<file path="config.mk">
export PLATFORM = sky130hd
export DESIGN_NAME = wasm_fpu_f32
export DESIGN_NICKNAME = d
export VERILOG_FILES = /design/src/logic/wasm_f32_pkg.sv /design/src/logic/wasm_fpu_pkg.sv /design/src/logic/fpu_order_unit.sv /design/src/logic/fpu_issue_stage.sv /design/src/logic/fpu_exec_stage.sv /design/src/logic/wasm_fpu_f32.sv
export SDC_FILE = /design/constraint.sdc
export NUM_CORES = 1
export LEC_CHECK = 0
export ABC_AREA = 1
export BUFFER_PORTS_ARGS = -buffer_cell sky130_fd_sc_hd__buf_4
export CORE_ASPECT_RATIO = 1.5
export CORE_MARGIN = 4
export CORE_UTILIZATION = 55
export CTS_BUF_LIST = sky130_fd_sc_hd__clkbuf_8
export DETAILED_ROUTE_END_ITERATION = 10
export PLACE_DENSITY = 0.76
export SLEW_MARGIN = 10
export SYNTH_ARGS = -nofsm -noshare
export SYNTH_HDL_FRONTEND = slang
export SYNTH_HIERARCHICAL = 1
export SYNTH_SLANG_ARGS = --single-unit
</file>
<file path="constraint.sdc">
create_clock -name clk -period 4.5 [get_ports clk]
set_input_delay 0.45 -clock clk [delete_from_list [all_inputs] [get_ports clk]]
set_output_delay 0.45 -clock clk [all_outputs]
set_load 0.01 [all_outputs]
</file>
<file path="src/logic/wasm_f32_pkg.sv">
// IEEE 754 single-precision format definitions
// Field types, operand class flags and special bit patterns

`default_nettype none

package wasm_f32_pkg;

    // Raw single-precision value
    // [31] sign, [30:23] biased exponent, [22:0] stored mantissa
    typedef logic [31:0] f32_t;

    // Biased exponent field
    typedef logic [7:0] f32_exp_t;

    // Stored mantissa field, implicit leading one not included
    typedef logic [22:0] f32_mant_t;

    // Operand classification needed by the sign and compare operations
    typedef struct packed {
        logic is_zero;
        logic is_nan;
    } f32_class_t;

    // Exponent value shared by infinities and NaNs
    localparam f32_exp_t F32_EXP_MAX = 8'hFF;

    // Quiet NaN returned by min and max
    localparam f32_t F32_CANONICAL_NAN = 32'h7FC0_0000;

endpackage

`default_nettype wire

</file>
<file path="src/logic/wasm_fpu_pkg.sv">
// Operation set and pipeline payload types of the f32 bit-pattern unit
// Request, staged request and result word shared by all stages

`default_nettype none

package wasm_fpu_pkg;

    import wasm_f32_pkg::*;

    // Supported operations
    // Codes 11 to 15 are unused and give a zero result
    typedef enum logic [3:0] {
        FPU_ABS      = 4'd0,
        FPU_NEG      = 4'd1,
        FPU_COPYSIGN = 4'd2,
        FPU_MIN      = 4'd3,
        FPU_MAX      = 4'd4,
        FPU_EQ       = 4'd5,
        FPU_NE       = 4'd6,
        FPU_LT       = 4'd7,
        FPU_GT       = 4'd8,
        FPU_LE       = 4'd9,
        FPU_GE       = 4'd10
    } fpu_op_t;

    // Result word, either an f32 value or an i32 truth value
    typedef logic [31:0] word_t;

    // Request as presented on the input channel
    typedef struct packed {
        fpu_op_t op;
        f32_t    a;
        f32_t    b;
    } fpu_req_t;

    // Request after the issue stage, with both operands classified
    typedef struct packed {
        fpu_req_t   req;
        f32_class_t class_a;
        f32_class_t class_b;
    } fpu_staged_t;

endpackage

`default_nettype wire

</file>
<file path="src/logic/fpu_order_unit.sv">
// IEEE ordering of two f32 values on their sign-magnitude patterns
// Gives the equal and less-than relations, NaN operands are unordered

`default_nettype none
`timescale 1ns/100ps

module fpu_order_unit (
    input  wasm_f32_pkg::f32_t       a,
    input  wasm_f32_pkg::f32_t       b,
    input  wasm_f32_pkg::f32_class_t class_a,
    input  wasm_f32_pkg::f32_class_t class_b,
    output logic                     eq,
    output logic                     lt
);

    logic        unordered;
    logic        both_zero;
    logic        sign_a;
    logic        sign_b;
    logic [30:0] mag_a;
    logic [30:0] mag_b;
    logic        mag_lt;
    logic        mag_gt;
    logic        sign_lt;

    assign sign_a = a[31];
    assign sign_b = b[31];
    assign mag_a  = a[30:0];
    assign mag_b  = b[30:0];

    assign unordered = class_a.is_nan || class_b.is_nan;

    // +0 and -0 compare equal whatever their signs
    assign both_zero = class_a.is_zero && class_b.is_zero;

    assign mag_lt = mag_a < mag_b;
    assign mag_gt = mag_a > mag_b;

    // Same sign: magnitude order, reversed for negatives
    // Mixed sign: the negative operand is the lesser one
    always_comb begin
        if (sign_a != sign_b) begin
            sign_lt = sign_a;
        end else if (sign_a) begin
            sign_lt = mag_gt;
        end else begin
            sign_lt = mag_lt;
        end
    end

    assign eq = !unordered && (both_zero || (a == b));
    assign lt = !unordered && !both_zero && sign_lt;

endmodule

`default_nettype wire

</file>
<file path="src/logic/fpu_issue_stage.sv">
// First pipeline stage of the f32 unit
// Accepts requests, classifies both operands and registers them

`default_nettype none
`timescale 1ns/100ps

module fpu_issue_stage (
    input  logic                      clk,
    input  logic                      arst_n,

    // Request channel
    input  logic                      in_valid,
    output logic                      in_ready,
    input  wasm_fpu_pkg::fpu_req_t    req,

    // Staged channel towards the execute stage
    output logic                      s1_valid,
    input  logic                      s1_ready,
    output wasm_fpu_pkg::fpu_staged_t s1
);

    import wasm_f32_pkg::*;
    import wasm_fpu_pkg::*;

    f32_class_t class_a;
    f32_class_t class_b;

    // Zero and NaN detection on the raw bit pattern
    function automatic f32_class_t classify(input f32_t value);
        f32_exp_t   exp_f;
        f32_mant_t  mant_f;
        f32_class_t cls;

        exp_f       = value[30:23];
        mant_f      = value[22:0];
        cls.is_zero = (exp_f == '0) && (mant_f == '0);
        cls.is_nan  = (exp_f == F32_EXP_MAX) && (mant_f != '0);
        return cls;
    endfunction

    assign class_a = classify(req.a);
    assign class_b = classify(req.b);

    // Register is free when empty or when its content leaves this cycle
    assign in_ready = !s1_valid || s1_ready;

    always_ff @(posedge clk or negedge arst_n) begin
        if (!arst_n) begin
            s1_valid <= 1'b0;
        end else if (in_ready) begin
            s1_valid <= in_valid;
        end
    end

    // Payload follows the valid flag, content is don't-care while empty
    always_ff @(posedge clk) begin
        if (in_ready) begin
            s1.req     <= req;
            s1.class_a <= class_a;
            s1.class_b <= class_b;
        end
    end

endmodule

`default_nettype wire

</file>
<file path="src/logic/fpu_exec_stage.sv">
// Second pipeline stage of the f32 unit
// Selects the result per operation and holds it in the output register

`default_nettype none
`timescale 1ns/100ps

module fpu_exec_stage (
    input  logic                      clk,
    input  logic                      arst_n,

    // Staged channel from the issue stage
    input  logic                      s1_valid,
    output logic                      s1_ready,
    input  wasm_fpu_pkg::fpu_staged_t s1,

    // Result channel
    output logic                      out_valid,
    input  logic                      out_ready,
    output wasm_fpu_pkg::word_t       result
);

    import wasm_f32_pkg::*;
    import wasm_fpu_pkg::*;

    f32_t       a;
    f32_t       b;
    f32_class_t class_a;
    f32_class_t class_b;
    logic       eq_ab;
    logic       lt_ab;
    logic       eq_ba;
    logic       gt_ab;
    logic       any_nan;
    logic       both_zero;
    f32_t       min_val;
    f32_t       max_val;
    word_t      result_d;

    assign a       = s1.req.a;
    assign b       = s1.req.b;
    assign class_a = s1.class_a;
    assign class_b = s1.class_b;

    fpu_order_unit u_order_ab (
        .a       (a),
        .b       (b),
        .class_a (class_a),
        .class_b (class_b),
        .eq      (eq_ab),
        .lt      (lt_ab)
    );

    // Swapped operands, so lt here means a > b
    fpu_order_unit u_order_ba (
        .a       (b),
        .b       (a),
        .class_a (class_b),
        .class_b (class_a),
        .eq      (eq_ba),
        .lt      (gt_ab)
    );

    assign any_nan   = class_a.is_nan || class_b.is_nan;
    assign both_zero = class_a.is_zero && class_b.is_zero;

    // Equal operands give b, signed zeros pick by sign
    always_comb begin
        if (any_nan) begin
            min_val = F32_CANONICAL_NAN;
            max_val = F32_CANONICAL_NAN;
        end else if (both_zero) begin
            min_val = a[31] ? a : b;
            max_val = a[31] ? b : a;
        end else begin
            min_val = lt_ab ? a : b;
            max_val = gt_ab ? a : b;
        end
    end

    always_comb begin
        case (s1.req.op)
            FPU_ABS:      result_d = {1'b0, a[30:0]};
            FPU_NEG:      result_d = {~a[31], a[30:0]};
            FPU_COPYSIGN: result_d = {b[31], a[30:0]};
            FPU_MIN:      result_d = min_val;
            FPU_MAX:      result_d = max_val;
            FPU_EQ:       result_d = {31'b0, eq_ab};
            FPU_NE:       result_d = {31'b0, !eq_ab};
            FPU_LT:       result_d = {31'b0, lt_ab};
            FPU_GT:       result_d = {31'b0, gt_ab};
            FPU_LE:       result_d = {31'b0, lt_ab || eq_ab};
            // a >= b is b <= a
            FPU_GE:       result_d = {31'b0, gt_ab || eq_ba};
            default:      result_d = '0;
        endcase
    end

    // Output register accepts when empty or when it drains this cycle
    assign s1_ready = !out_valid || out_ready;

    always_ff @(posedge clk or negedge arst_n) begin
        if (!arst_n) begin
            out_valid <= 1'b0;
        end else if (s1_ready) begin
            out_valid <= s1_valid;
        end
    end

    // Loads only on a transfer, so result holds while stalled
    always_ff @(posedge clk) begin
        if (s1_valid && s1_ready) begin
            result <= result_d;
        end
    end

endmodule

`default_nettype wire

</file>
<file path="src/logic/wasm_fpu_f32.sv">
// Top level of the pipelined WebAssembly f32 sign, compare and min/max unit
// Issue stage followed by execute stage, two cycles of latency

`default_nettype none
`timescale 1ns/100ps

module wasm_fpu_f32 (
    input  logic                   clk,
    input  logic                   arst_n,

    // Request channel
    input  logic                   in_valid,
    output logic                   in_ready,
    input  wasm_fpu_pkg::fpu_req_t req,

    // Result channel
    output logic                   out_valid,
    input  logic                   out_ready,
    output wasm_fpu_pkg::word_t    result
);

    import wasm_fpu_pkg::*;

    // Staged channel between the two pipeline stages
    logic        s1_valid;
    logic        s1_ready;
    fpu_staged_t s1;

    fpu_issue_stage u_issue (
        .clk      (clk),
        .arst_n   (arst_n),
        .in_valid (in_valid),
        .in_ready (in_ready),
        .req      (req),
        .s1_valid (s1_valid),
        .s1_ready (s1_ready),
        .s1       (s1)
    );

    fpu_exec_stage u_exec (
        .clk       (clk),
        .arst_n    (arst_n),
        .s1_valid  (s1_valid),
        .s1_ready  (s1_ready),
        .s1        (s1),
        .out_valid (out_valid),
        .out_ready (out_ready),
        .result    (result)
    );

endmodule

`default_nettype wire

</file>
==> impl_metrics.csv, run 1 <==
group,metric,value,unit
layout,layout.nets,1431,
worst_hold_path,hp-class,"in -> reg",
synthesis,post_synth_num_cell_types,28,
detailed_routing,vias_per_cell,5.41,
run_status,status,"finished, final reports clean",
synthesis,ys_warn_count,6,
job,maxCapViolations,0,
clock_network,cts_buffers,9,
floorplanning,io_pins,106,
floorplanning,core,15100,um^2
detailed_routing,drt_first_iter_violations,813,
clock_network,holdBufCountCts,1,
detailed_routing,drc,0,
synthesis,seq_area_frac_synth,0.375,
clock_network,cts_root_buf,"clkbuf_8",
floorplanning,die_h,160,um
clock_network,post_cts_buffers,0,
pwr,peakVddDrop,0.218,mV
sta,fin_crit_sh,0.706,
sta,hold_viol,0,
synthesis,yosysTopAreaCell,"edfxtp_1",
pwr,fin_total_pwr,2.82,mW
grt,grt_usage,0.263,
synthesis,synth_ff_type,"edfxtp_1",
floorplanning,num_rows,55,
detailed_routing,routed_wl,22300,um
critical_path,worst-path-max-fanout,55,
critical_path,start_kind,"flop",
synthesis,synth_cells,1227,
critical_path,cp.arrival,3.30,ns
clock_network,cts_buffer_depth,2,
placement,dp_hpwl,16100,um
clock_network,cts_resized,0,
grt,antenna_found_initial,0,
clock_network,cts.sinks,106,
detailed_routing,post_drt_wl_per_cell,14.9,um
grt,grt-ovfl-total,0,
floorplanning,die_area,17500,um^2
sta,fmax,315,MHz
floorplanning,chipWidth,109,um
detailed_routing,ant_nets,0,
clock_network,cts_tree,"built",
layout,area_delta_synth_final,12.9,%
synthesis,async_flop_share,0.0189,
clock_network,clock_latency,0.39,ns
critical_path,endpoint_kind,"flop",
synthesis,synth_edf_count,104,
sta,drv_slew,0,
synthesis,synth_seq_cells,106,
sta,slew_headroom,0.233,
floorplanning,start_util,0.562,
grt,grt_pass1_vias,7555,
placement,gp_congestion,0.909,
layout,diodes,0,
detailed_routing,vias,8118,
sta,rsz0062_at_grt,"no",
grt,grt_max_degree,71,
sta,final.setup_skew,0.0166,ns
synthesis,synth_top_area_share,0.369,
clock_network,h-tree-depth,3,
pwr,p_per_area,295,nW/um^2
grt,grt_pass1_wl,36400,um
sta,setup_viol,0,
critical_path,critical_path_class,"reg -> reg",
sta,worst_slew_pin_slew,1.15,ns
sta,tns,0,ns
pwr,leakagePower,4.81,nW
clock_network,clk_pin_slew,0.10,ns
synthesis,syn_nets,1361,
synthesis,netlist_area,8470,um^2
synthesis,yosysMostFrequentCell,"nand2_1",
detailed_routing,dr.pass1.iters,7,
layout,drive_gt1_frac,0.115,
synthesis,ys_top_cells_by_count,"509 x nand2_1, 144 x inv_1, 124 x nand3_1",
placement,place.port_buffers,105,
critical_path,required,4.62,ns
synthesis,synthTopCellsByArea,"edfxtp_1 37%, nand2_1 23%, ha_1 9.2%",
sta,period_needed,3.18,ns
synthesis,syn_avg_cell_area,6.90,um^2
## cell families (layout without fill, tap and decap cells)
family	Yosys count	in the layout	share of synthesized area
xor+xnor	2	2	0.00207
buf+inv	202	277	0.0987
fa+ha+maj	62	62	0.0916
flops	106	106	0.375
simple gates	734	734	0.358
compound gates	121	121	0.0756
## power breakdown
group	total (mW)	switching, mW	internal (mW)	leakage (nW)
Combinational	0.860	0.534	0.325	3.62
Clock	0.664	0.323	0.342	0.113
Sequential	1.30	0.105	1.19	1.08
## registers in the layout (all words and copies together), names as in the netlist
name and flops:
u_exec/out_valid 1, u_issue/s1 72, u_issue/s1_valid 1, u_exec/result 32
## final timing paths
path	from	end	slack, ns	cells past startpoint
min in group asynchronous	arst_n	u_exec/out_valid$_DFFE_PN0N_	0.37	2
setup / recovery	u_issue/s1[50]$_DFFE_PP_	u_exec/result[18]$_DFFE_PP_	1.32	18
max in group asynchronous	arst_n	u_issue/s1_valid$_DFFE_PN0P_	4.04	2
setup reg to reg	u_issue/s1[50]$_DFFE_PP_	u_exec/result[18]$_DFFE_PP_	1.32	18
hold reg to reg	u_issue/s1_valid$_DFFE_PN0P_	u_exec/out_valid$_DFFE_PN0N_	0.59	2
hold / removal	req[13]	u_issue/s1[17]$_DFFE_PP_	0.23	1
## cell usage in the layout (no fill, tap or decap), types with 7 or more instances in the layout
master	count
nand4_1	18
inv_1	145
nand3_1	124
a21oi_1	22
o21ai_0	75
o211ai_1	7
nand2_1	507
buf_4	114
clkbuf_8	11
nor2_1	64
ha_1	62
o21ai_1	10
edfxtp_1	104
## metrics by stage
stage	worst slack, ns	area, um^2	instances	util	hold WS, ns
finish	1.32	9570	1501	0.635	0.231
global route	1.07	9570	1501	0.635	0.211
CTS	1.41	9570	1501	0.635	0.214
detailed placement	1.42	9330	1484	0.619	0.234
global placement	1.47	9330	1484	0.619	0.233
floorplan	1.86	8470	1227	-	0.154
## critical path: stages (launching register included)
cell,delay [ns]
edfxtp_1,0.52
ha_1,0.36
nand2_1,0.12
inv_1,0.08
nand2_1,0.07
nand2_1,0.05
a21oi_1,0.24
nand2_1,0.10
nand2_1,0.06
nand2_1,0.06
nand2_1,0.06
nand2_1,0.05
nor2_2,0.11
buf_4,0.49
o21ai_0,0.17
nand2_1,0.08
nand2_1,0.07
nand3_1,0.07
nand3_1,0.13
## layer usage
metal	vias to the layer above	GRT usage	share of wire
met5	-	0	0
met2	321	0.429	0.49
li1	4099	-	-
met1	3655	0.347	0.40
met4	0	0.109	0.030
met3	43	0.0396	0.078
## area by class of cell
type                    count  area [um^2]
clock buffers              11          151
clock inverters             5         78.8
fillers                  1360         5510
inverters                 146          548
multi-input cells         919         4500
flip-flops and latches    106         3170
well taps                 199          249
repair buffers            115          866
Power figures use the tool's default switching activity.
==> run 2, diff against run 1 <==
--- a/config.mk
+++ b/config.mk
@@ -12,7 +12,7 @@
 export CORE_UTILIZATION = 55
 export CTS_BUF_LIST = sky130_fd_sc_hd__clkbuf_8
 export DETAILED_ROUTE_END_ITERATION = 10
-export PLACE_DENSITY = 0.76
+export PLACE_DENSITY = 0.79
 export SLEW_MARGIN = 10
 export SYNTH_ARGS = -nofsm -noshare
 export SYNTH_HDL_FRONTEND = slang
==> constraint.sdc (replaced) <==
create_clock -name clk -period 2.9 [get_ports clk]
set_input_delay 0.29 -clock clk [delete_from_list [all_inputs] [get_ports clk]]
set_output_delay 0.29 -clock clk [all_outputs]
set_load 0.01 [all_outputs]
==> impl_metrics.csv, run 2 (synthesis results as in run 1) <==
group,metric,value,unit
run_status,status,"finished, final reports clean",
floorplanning,start_util,0.562,
clock_network,h-tree-depth,3,
critical_path,r2r_slack,0.02,ns
sta,hold_viol,0,
placement,gp_congestion,0.962,
layout,largest-register,"u_issue/s1",
sta,drv_slew,0,
layout,design_area,10200,um^2
critical_path,reg2reg_from,"u_issue/s1[16]$_DFFE_PP_",
grt,antenna_found_initial,0,
critical_path,cp.arrival,3.03,ns
layout,final_common_cell,"nand2_1",
detailed_routing,drc,0,
detailed_routing,ant_nets,0,
floorplanning,chipWidth,109,um
clock_network,clk_pin_slew,0.11,ns
critical_path,required,3.05,ns
detailed_routing,vias_per_cell,5.46,
floorplanning,die_area,17500,um^2
grt,grt_max_degree,71,
pwr,switchingPower,1.63,mW
sta,rsz0062_at_grt,"yes",
pwr,switching_share,0.363,
sta,setup_viol,0,
clock_network,cts_tree,"built",
grt,grt_usage,0.269,
layout,fillers,1283,
placement,dp_hpwl,17200,um
layout,multiInputGateArea,4630,um^2
detailed_routing,dr.pass1.iters,6,
clock_network,clock_latency,0.40,ns
sta,worst_slew_pin_slew,0.902,ns
critical_path,rr_endpoint,"u_exec/result[0]$_DFFE_PP_",
layout,layout.nets,1494,
sta,period_needed,2.88,ns
layout,largest_reg_flops,72,
floorplanning,die_h,160,um
critical_path,worst-path-max-fanout,16,
layout,reg_top3,"u_issue/s1: 72 flops, u_exec/result: 32 flops",
grt,grt-ovfl-total,0,
critical_path,r2r.worst_path.cells,17,
worst_hold_path,holdPathEnd,"u_issue/s1[71]$_DFFE_PP_",
pwr,internal_power,2.87,mW
floorplanning,core,15100,um^2
sta,final.setup_skew,0.0178,ns
worst_hold_path,holdPathStages,1,
pwr,p_per_area,440,nW/um^2
critical_path,critical_path_class,"reg -> reg",
pwr,clock_power_share,0.193,
layout,area_delta_synth_final,20.9,%
critical_path,start_kind,"flop",
pwr,leakagePower,5.14,nW
placement,dpl_worst_slack,0.102,ns
placement,place_area,9650,um^2
sta,slew_headroom,0.398,
detailed_routing,vias,8536,
pwr,power_frac_comb,0.368,
floorplanning,num_rows,55,
grt,grt_pass1_vias,7582,
pwr,peakVddDrop,0.393,mV
clock_network,cts.sinks,106,
clock_network,cts_buffers,9,
detailed_routing,routed_wl,24200,um
worst_hold_path,hp-class,"in -> reg",
layout,final-seq-area,3170,um^2
layout,diodes,0,
layout,drive_gt1_frac,0.174,
sta,fin_ws,0.0165,ns
layout,most-common-layout-cells,"502 x nand2_1, 165 x buf_4, 142 x inv_1, 123 x nand3_1, 104 x edfxtp_1",
pwr,seqPwrFrac,0.439,
job,maxCapViolations,0,
clock_network,cts_buffer_depth,2,
floorplanning,io_pins,106,
worst_hold_path,hp-start,"req[67]",
clock_network,cts_root_buf,"clkbuf_8",
detailed_routing,drt_first_iter_violations,895,
critical_path,endpoint_kind,"flop",
detailed_routing,post_drt_wl_per_cell,15.5,um
sta,fmax,347,MHz
placement,place.port_buffers,105,
grt,grt_pass1_wl,37200,um
sta,tns,0,ns
sta,fin_crit_sh,0.994,
## run 2: cell types whose count changed in the layout (fill, tap and decap cells not counted), sizes merged
| cell | delta |
|---|---|
| buf | +61 |
| bufinv | -2 |
| clkinv | +4 |
| clkinvlp | -1 |
## run 2: power by group through the flow
stage | logic [mW] | clock network [mW] | registers (mW)
2_1_floorplan | 0.931 | 0 | 2.01
6_report | 1.66 | 0.869 | 1.98
5_1_grt | 1.85 | 0.940 | 1.99
3_5_place_dp | 1.46 | 0 | 2.02
3_3_place_gp | 1.43 | 0 | 2.02
4_1_cts | 1.47 | 0.884 | 1.99
## run 2: metrics by stage
step / power [mW] / hold slack (ns) / cells / util
floorplan: 2.94 / -0.00559 / 1227 / -
global placement: 3.45 / 0.0717 / 1519 / 0.641
detailed placement: 3.48 / 0.0726 / 1519 / 0.641
CTS: 4.34 / 0.0545 / 1535 / 0.653
global route: 4.78 / 0.0446 / 1563 / 0.680
finish: 4.50 / 0.0649 / 1563 / 0.680
## run 2: final cells by class
type / instances / area share
Sequential cell: 106 / 0.310
Multi-Input combinational cell: 919 / 0.452
Inverter: 146 / 0.0539
Clock inverter: 6 / 0.00501
Timing Repair Buffer: 178 / 0.143
Clock buffer: 9 / 0.0121
Tap cell: 199 / 0.0243
## run 2: critical path, cell delays in order, from the launching register on
cell       delay, ns
edfxtp_1        0.48
inv_1           0.07
ha_1            0.32
nand2_1         0.09
nor2_2          0.15
nand3b_1        0.10
nor3_2          0.20
nand3_1         0.16
a21oi_2         0.21
nor2_4          0.07
buf_4           0.15
clkbuf_16       0.17
nand2_1         0.06
o21ai_0         0.09
nand2_1         0.06
nand3_1         0.07
nand3_1         0.10
nand2_1         0.08
## run 2: worst max-delay path by stage
stage | slack, ns | start | endpoint
floorplan | 0.32 | u_exec/out_valid$_DFFE_PN0N_ | u_issue/s1[0]$_DFFE_PP_
global placement | 0.14 | u_issue/s1[34]$_DFFE_PP_ | u_exec/result[31]$_DFFE_PP_
detailed placement | 0.10 | u_issue/s1[58]$_DFFE_PP_ | u_exec/result[0]$_DFFE_PP_
CTS | 0.09 | u_issue/s1[16]$_DFFE_PP_ | u_exec/result[0]$_DFFE_PP_
global route | -0.10 | u_issue/s1[40]$_DFFE_PP_ | u_exec/result[30]$_DFFE_PP_
finish | 0.02 | u_issue/s1[16]$_DFFE_PP_ | u_exec/result[0]$_DFFE_PP_
## run 2: per-layer routing
metal | part of all wire | wire (um) | global-route usage
met1 | 0.39 | 9450 | 0.350
met2 | 0.50 | 12100 | 0.454
met3 | 0.080 | 1930 | 0.0352
met4 | 0.030 | 731 | 0.0942
met5 | 0 | 0 | 0
## run 2: timing repair
action | 4_1_cts | 5_1_grt
setup endpoints to repair | 0 | 32
hold endpoints to repair | 2 | 0
buffers inserted | 0 | 26
hold buffers | 1 | 0
resized for setup | 0 | 34
==> run 3, diff against run 2 <==
--- a/config.mk
+++ b/config.mk
@@ -12,7 +12,7 @@
 export CORE_UTILIZATION = 55
 export CTS_BUF_LIST = sky130_fd_sc_hd__clkbuf_8
 export DETAILED_ROUTE_END_ITERATION = 10
-export PLACE_DENSITY = 0.79
+export PLACE_DENSITY = 0.76
 export SLEW_MARGIN = 10
 export SYNTH_ARGS = -nofsm -noshare
 export SYNTH_HDL_FRONTEND = slang
==> constraint.sdc (replaced) <==
create_clock -name clk -period 2.95 [get_ports clk]
set_input_delay 0.295 -clock clk [delete_from_list [all_inputs] [get_ports clk]]
set_output_delay 0.295 -clock clk [all_outputs]
set_load 0.01 [all_outputs]
==> impl_metrics.csv, run 3 (synthesis results as in run 1) <==
group,metric,value,unit
detailed_routing,ant_nets,0,
grt,grt_max_degree,71,
layout,design_area,10400,um^2
pwr,switchingPower,1.61,mW
layout,diodes,0,
sta,fin_crit_sh,0.990,
sta,period_needed,2.92,ns
pwr,p_per_area,444,nW/um^2
critical_path,worst-path-max-fanout,6,
pwr,switching_share,0.348,
detailed_routing,drt_first_iter_violations,764,
floorplanning,die_area,17500,um^2
floorplanning,die_h,160,um
sta,fin_ws,0.0292,ns
placement,dpl_worst_slack,0.113,ns
critical_path,start_kind,"flop",
pwr,seqPwrFrac,0.420,
grt,antenna_found_initial,0,
layout,fillers,1280,
grt,grt_pass1_vias,8064,
sta,setup_viol,0,
critical_path,cp.arrival,3.04,ns
sta,drv_slew,0,
sta,rsz0062_at_grt,"yes",
detailed_routing,vias_per_cell,5.53,
floorplanning,io_pins,106,
pwr,leakagePower,5.24,nW
job,maxCapViolations,0,
clock_network,cts.sinks,106,
sta,final.setup_skew,0.0242,ns
layout,most-common-layout-cells,"497 x nand2_1, 176 x buf_4, 142 x inv_1, 122 x nand3_1, 104 x edfxtp_1",
clock_network,h-tree-depth,3,
floorplanning,core,15100,um^2
clock_network,cts_tree,"built",
placement,dp_hpwl,17700,um
detailed_routing,routed_wl,25200,um
clock_network,clk_pin_slew,0.11,ns
placement,place.port_buffers,105,
layout,layout.nets,1506,
floorplanning,chipWidth,109,um
clock_network,clock_latency,0.39,ns
layout,area_delta_synth_final,23.1,%
floorplanning,num_rows,55,
placement,gp_congestion,0.955,
sta,fin_hold_ws,0.0824,ns
placement,place_area,9670,um^2
run_status,status,"finished, final reports clean",
pwr,power_frac_comb,0.360,
detailed_routing,post_drt_wl_per_cell,16.0,um
pwr,internal_power,3.02,mW
critical_path,critical_path_class,"reg -> reg",
critical_path,endpoint_kind,"flop",
sta,fmax,342,MHz
layout,reg_top3,"u_issue/s1: 72 flops, u_exec/result: 32 flops",
pwr,clock_power_share,0.220,
layout,largest_reg_flops,72,
detailed_routing,drc,0,
critical_path,r2r_slack,0.03,ns
layout,largest-register,"u_issue/s1",
layout,final_cells,1576,
grt,grt_usage,0.281,
layout,final_common_cell,"nand2_1",
floorplanning,start_util,0.562,
clock_network,cts_buffer_depth,2,
sta,slew_headroom,0.479,
detailed_routing,vias,8718,
placement,placedCellCount,1524,
sta,hold_viol,0,
detailed_routing,dr.pass1.iters,8,
grt,grt-ovfl-total,0,
sta,worst_slew_pin_slew,0.782,ns
grt,grt_pass1_wl,38800,um
pwr,peakVddDrop,0.287,mV
critical_path,required,3.07,ns
layout,drive_gt1_frac,0.189,
worst_hold_path,hp-class,"in -> reg",
clock_network,cts_buffers,9,
clock_network,cts_root_buf,"clkbuf_8",
==> run 3: cell count changes in the layout (fill, tap and decap cells not counted), sizes merged <==
cell      change
clkbuf        +1
inv           +1
buf          +12
bufinv        +2
clkinv        -4
clkinvlp      +1
==> run 3: final timing paths <==
check,start,end,cells past startpoint
setup / recovery,u_issue/s1[31]$_DFFE_PP_,u_exec/result[24]$_DFFE_PP_,15
hold / removal,req[13],u_issue/s1[17]$_DFFE_PP_,1
setup reg to reg,u_issue/s1[31]$_DFFE_PP_,u_exec/result[24]$_DFFE_PP_,15
hold reg to reg,u_issue/s1_valid$_DFFE_PN0P_,u_exec/out_valid$_DFFE_PN0N_,2
max in group asynchronous,arst_n,u_exec/out_valid$_DFFE_PN0N_,2
min in group asynchronous,arst_n,u_issue/s1_valid$_DFFE_PN0P_,2
==> run 3: layer usage <==
layer,GRT usage,wire length [um],up-vias
li1,-,-,4244
met1,0.348,9360,3922
met2,0.477,12500,455
met3,0.0416,2160,97
met4,0.125,1240,0
met5,0,0,-
==> run 3: power by group through the flow <==
stage	registers [mW]	clock network, mW	logic (mW)
6_report	1.95	1.02	1.67
5_1_grt	1.96	1.10	1.86
4_1_cts	1.95	1.03	1.45
3_5_place_dp	1.99	0	1.44
3_3_place_gp	1.98	0	1.41
2_1_floorplan	1.97	0	0.915
==> run 3: area by class of cell <==
| type | count | area [um^2] | share of cell area |
|---|---|---|---|
| clock buffers | 10 | 138 | 0.0132 |
| clock inverters | 6 | 83.8 | 0.00804 |
| inverters | 146 | 552 | 0.0529 |
| multi-input cells | 919 | 4670 | 0.448 |
| flip-flops and latches | 106 | 3170 | 0.304 |
| well taps | 199 | 249 | 0.0239 |
| repair buffers | 190 | 1560 | 0.150 |
==> run 3: repair_timing <==
item                                    in CTS  in global routing
gates resized for setup                      0                 47
hold endpoints to repair                     2                  0
hold buffers                                 1                  0
endpoints found under the setup margin       0                 32
buffers inserted                             0                 33
==> run 3: stage by stage <==
| step | total power, mW | setup TNS [ns] | utilization |
|---|---|---|---|
| detailed placement | 3.42 | 0 | 0.642 |
| global route | 4.92 | -0.387 | 0.692 |
| floorplan | 2.89 | 0 | - |
| finish | 4.63 | 0 | 0.692 |
| CTS | 4.43 | 0 | 0.657 |
| global placement | 3.39 | 0 | 0.642 |
==> run 3: worst max-delay path, stage by stage (launching register included) <==
cell	delay, ns
edfxtp_1	0.50
ha_1	0.34
nand2_1	0.06
nor2_2	0.17
nand4_1	0.14
nor2_1	0.17
nand2_2	0.08
nand2_2	0.08
a21oi_2	0.08
nor2_4	0.27
clkinvlp_4	0.21
clkbuf_16	0.19
nand3_1	0.07
nand4_1	0.10
nand2_1	0.09
nand3_1	0.11
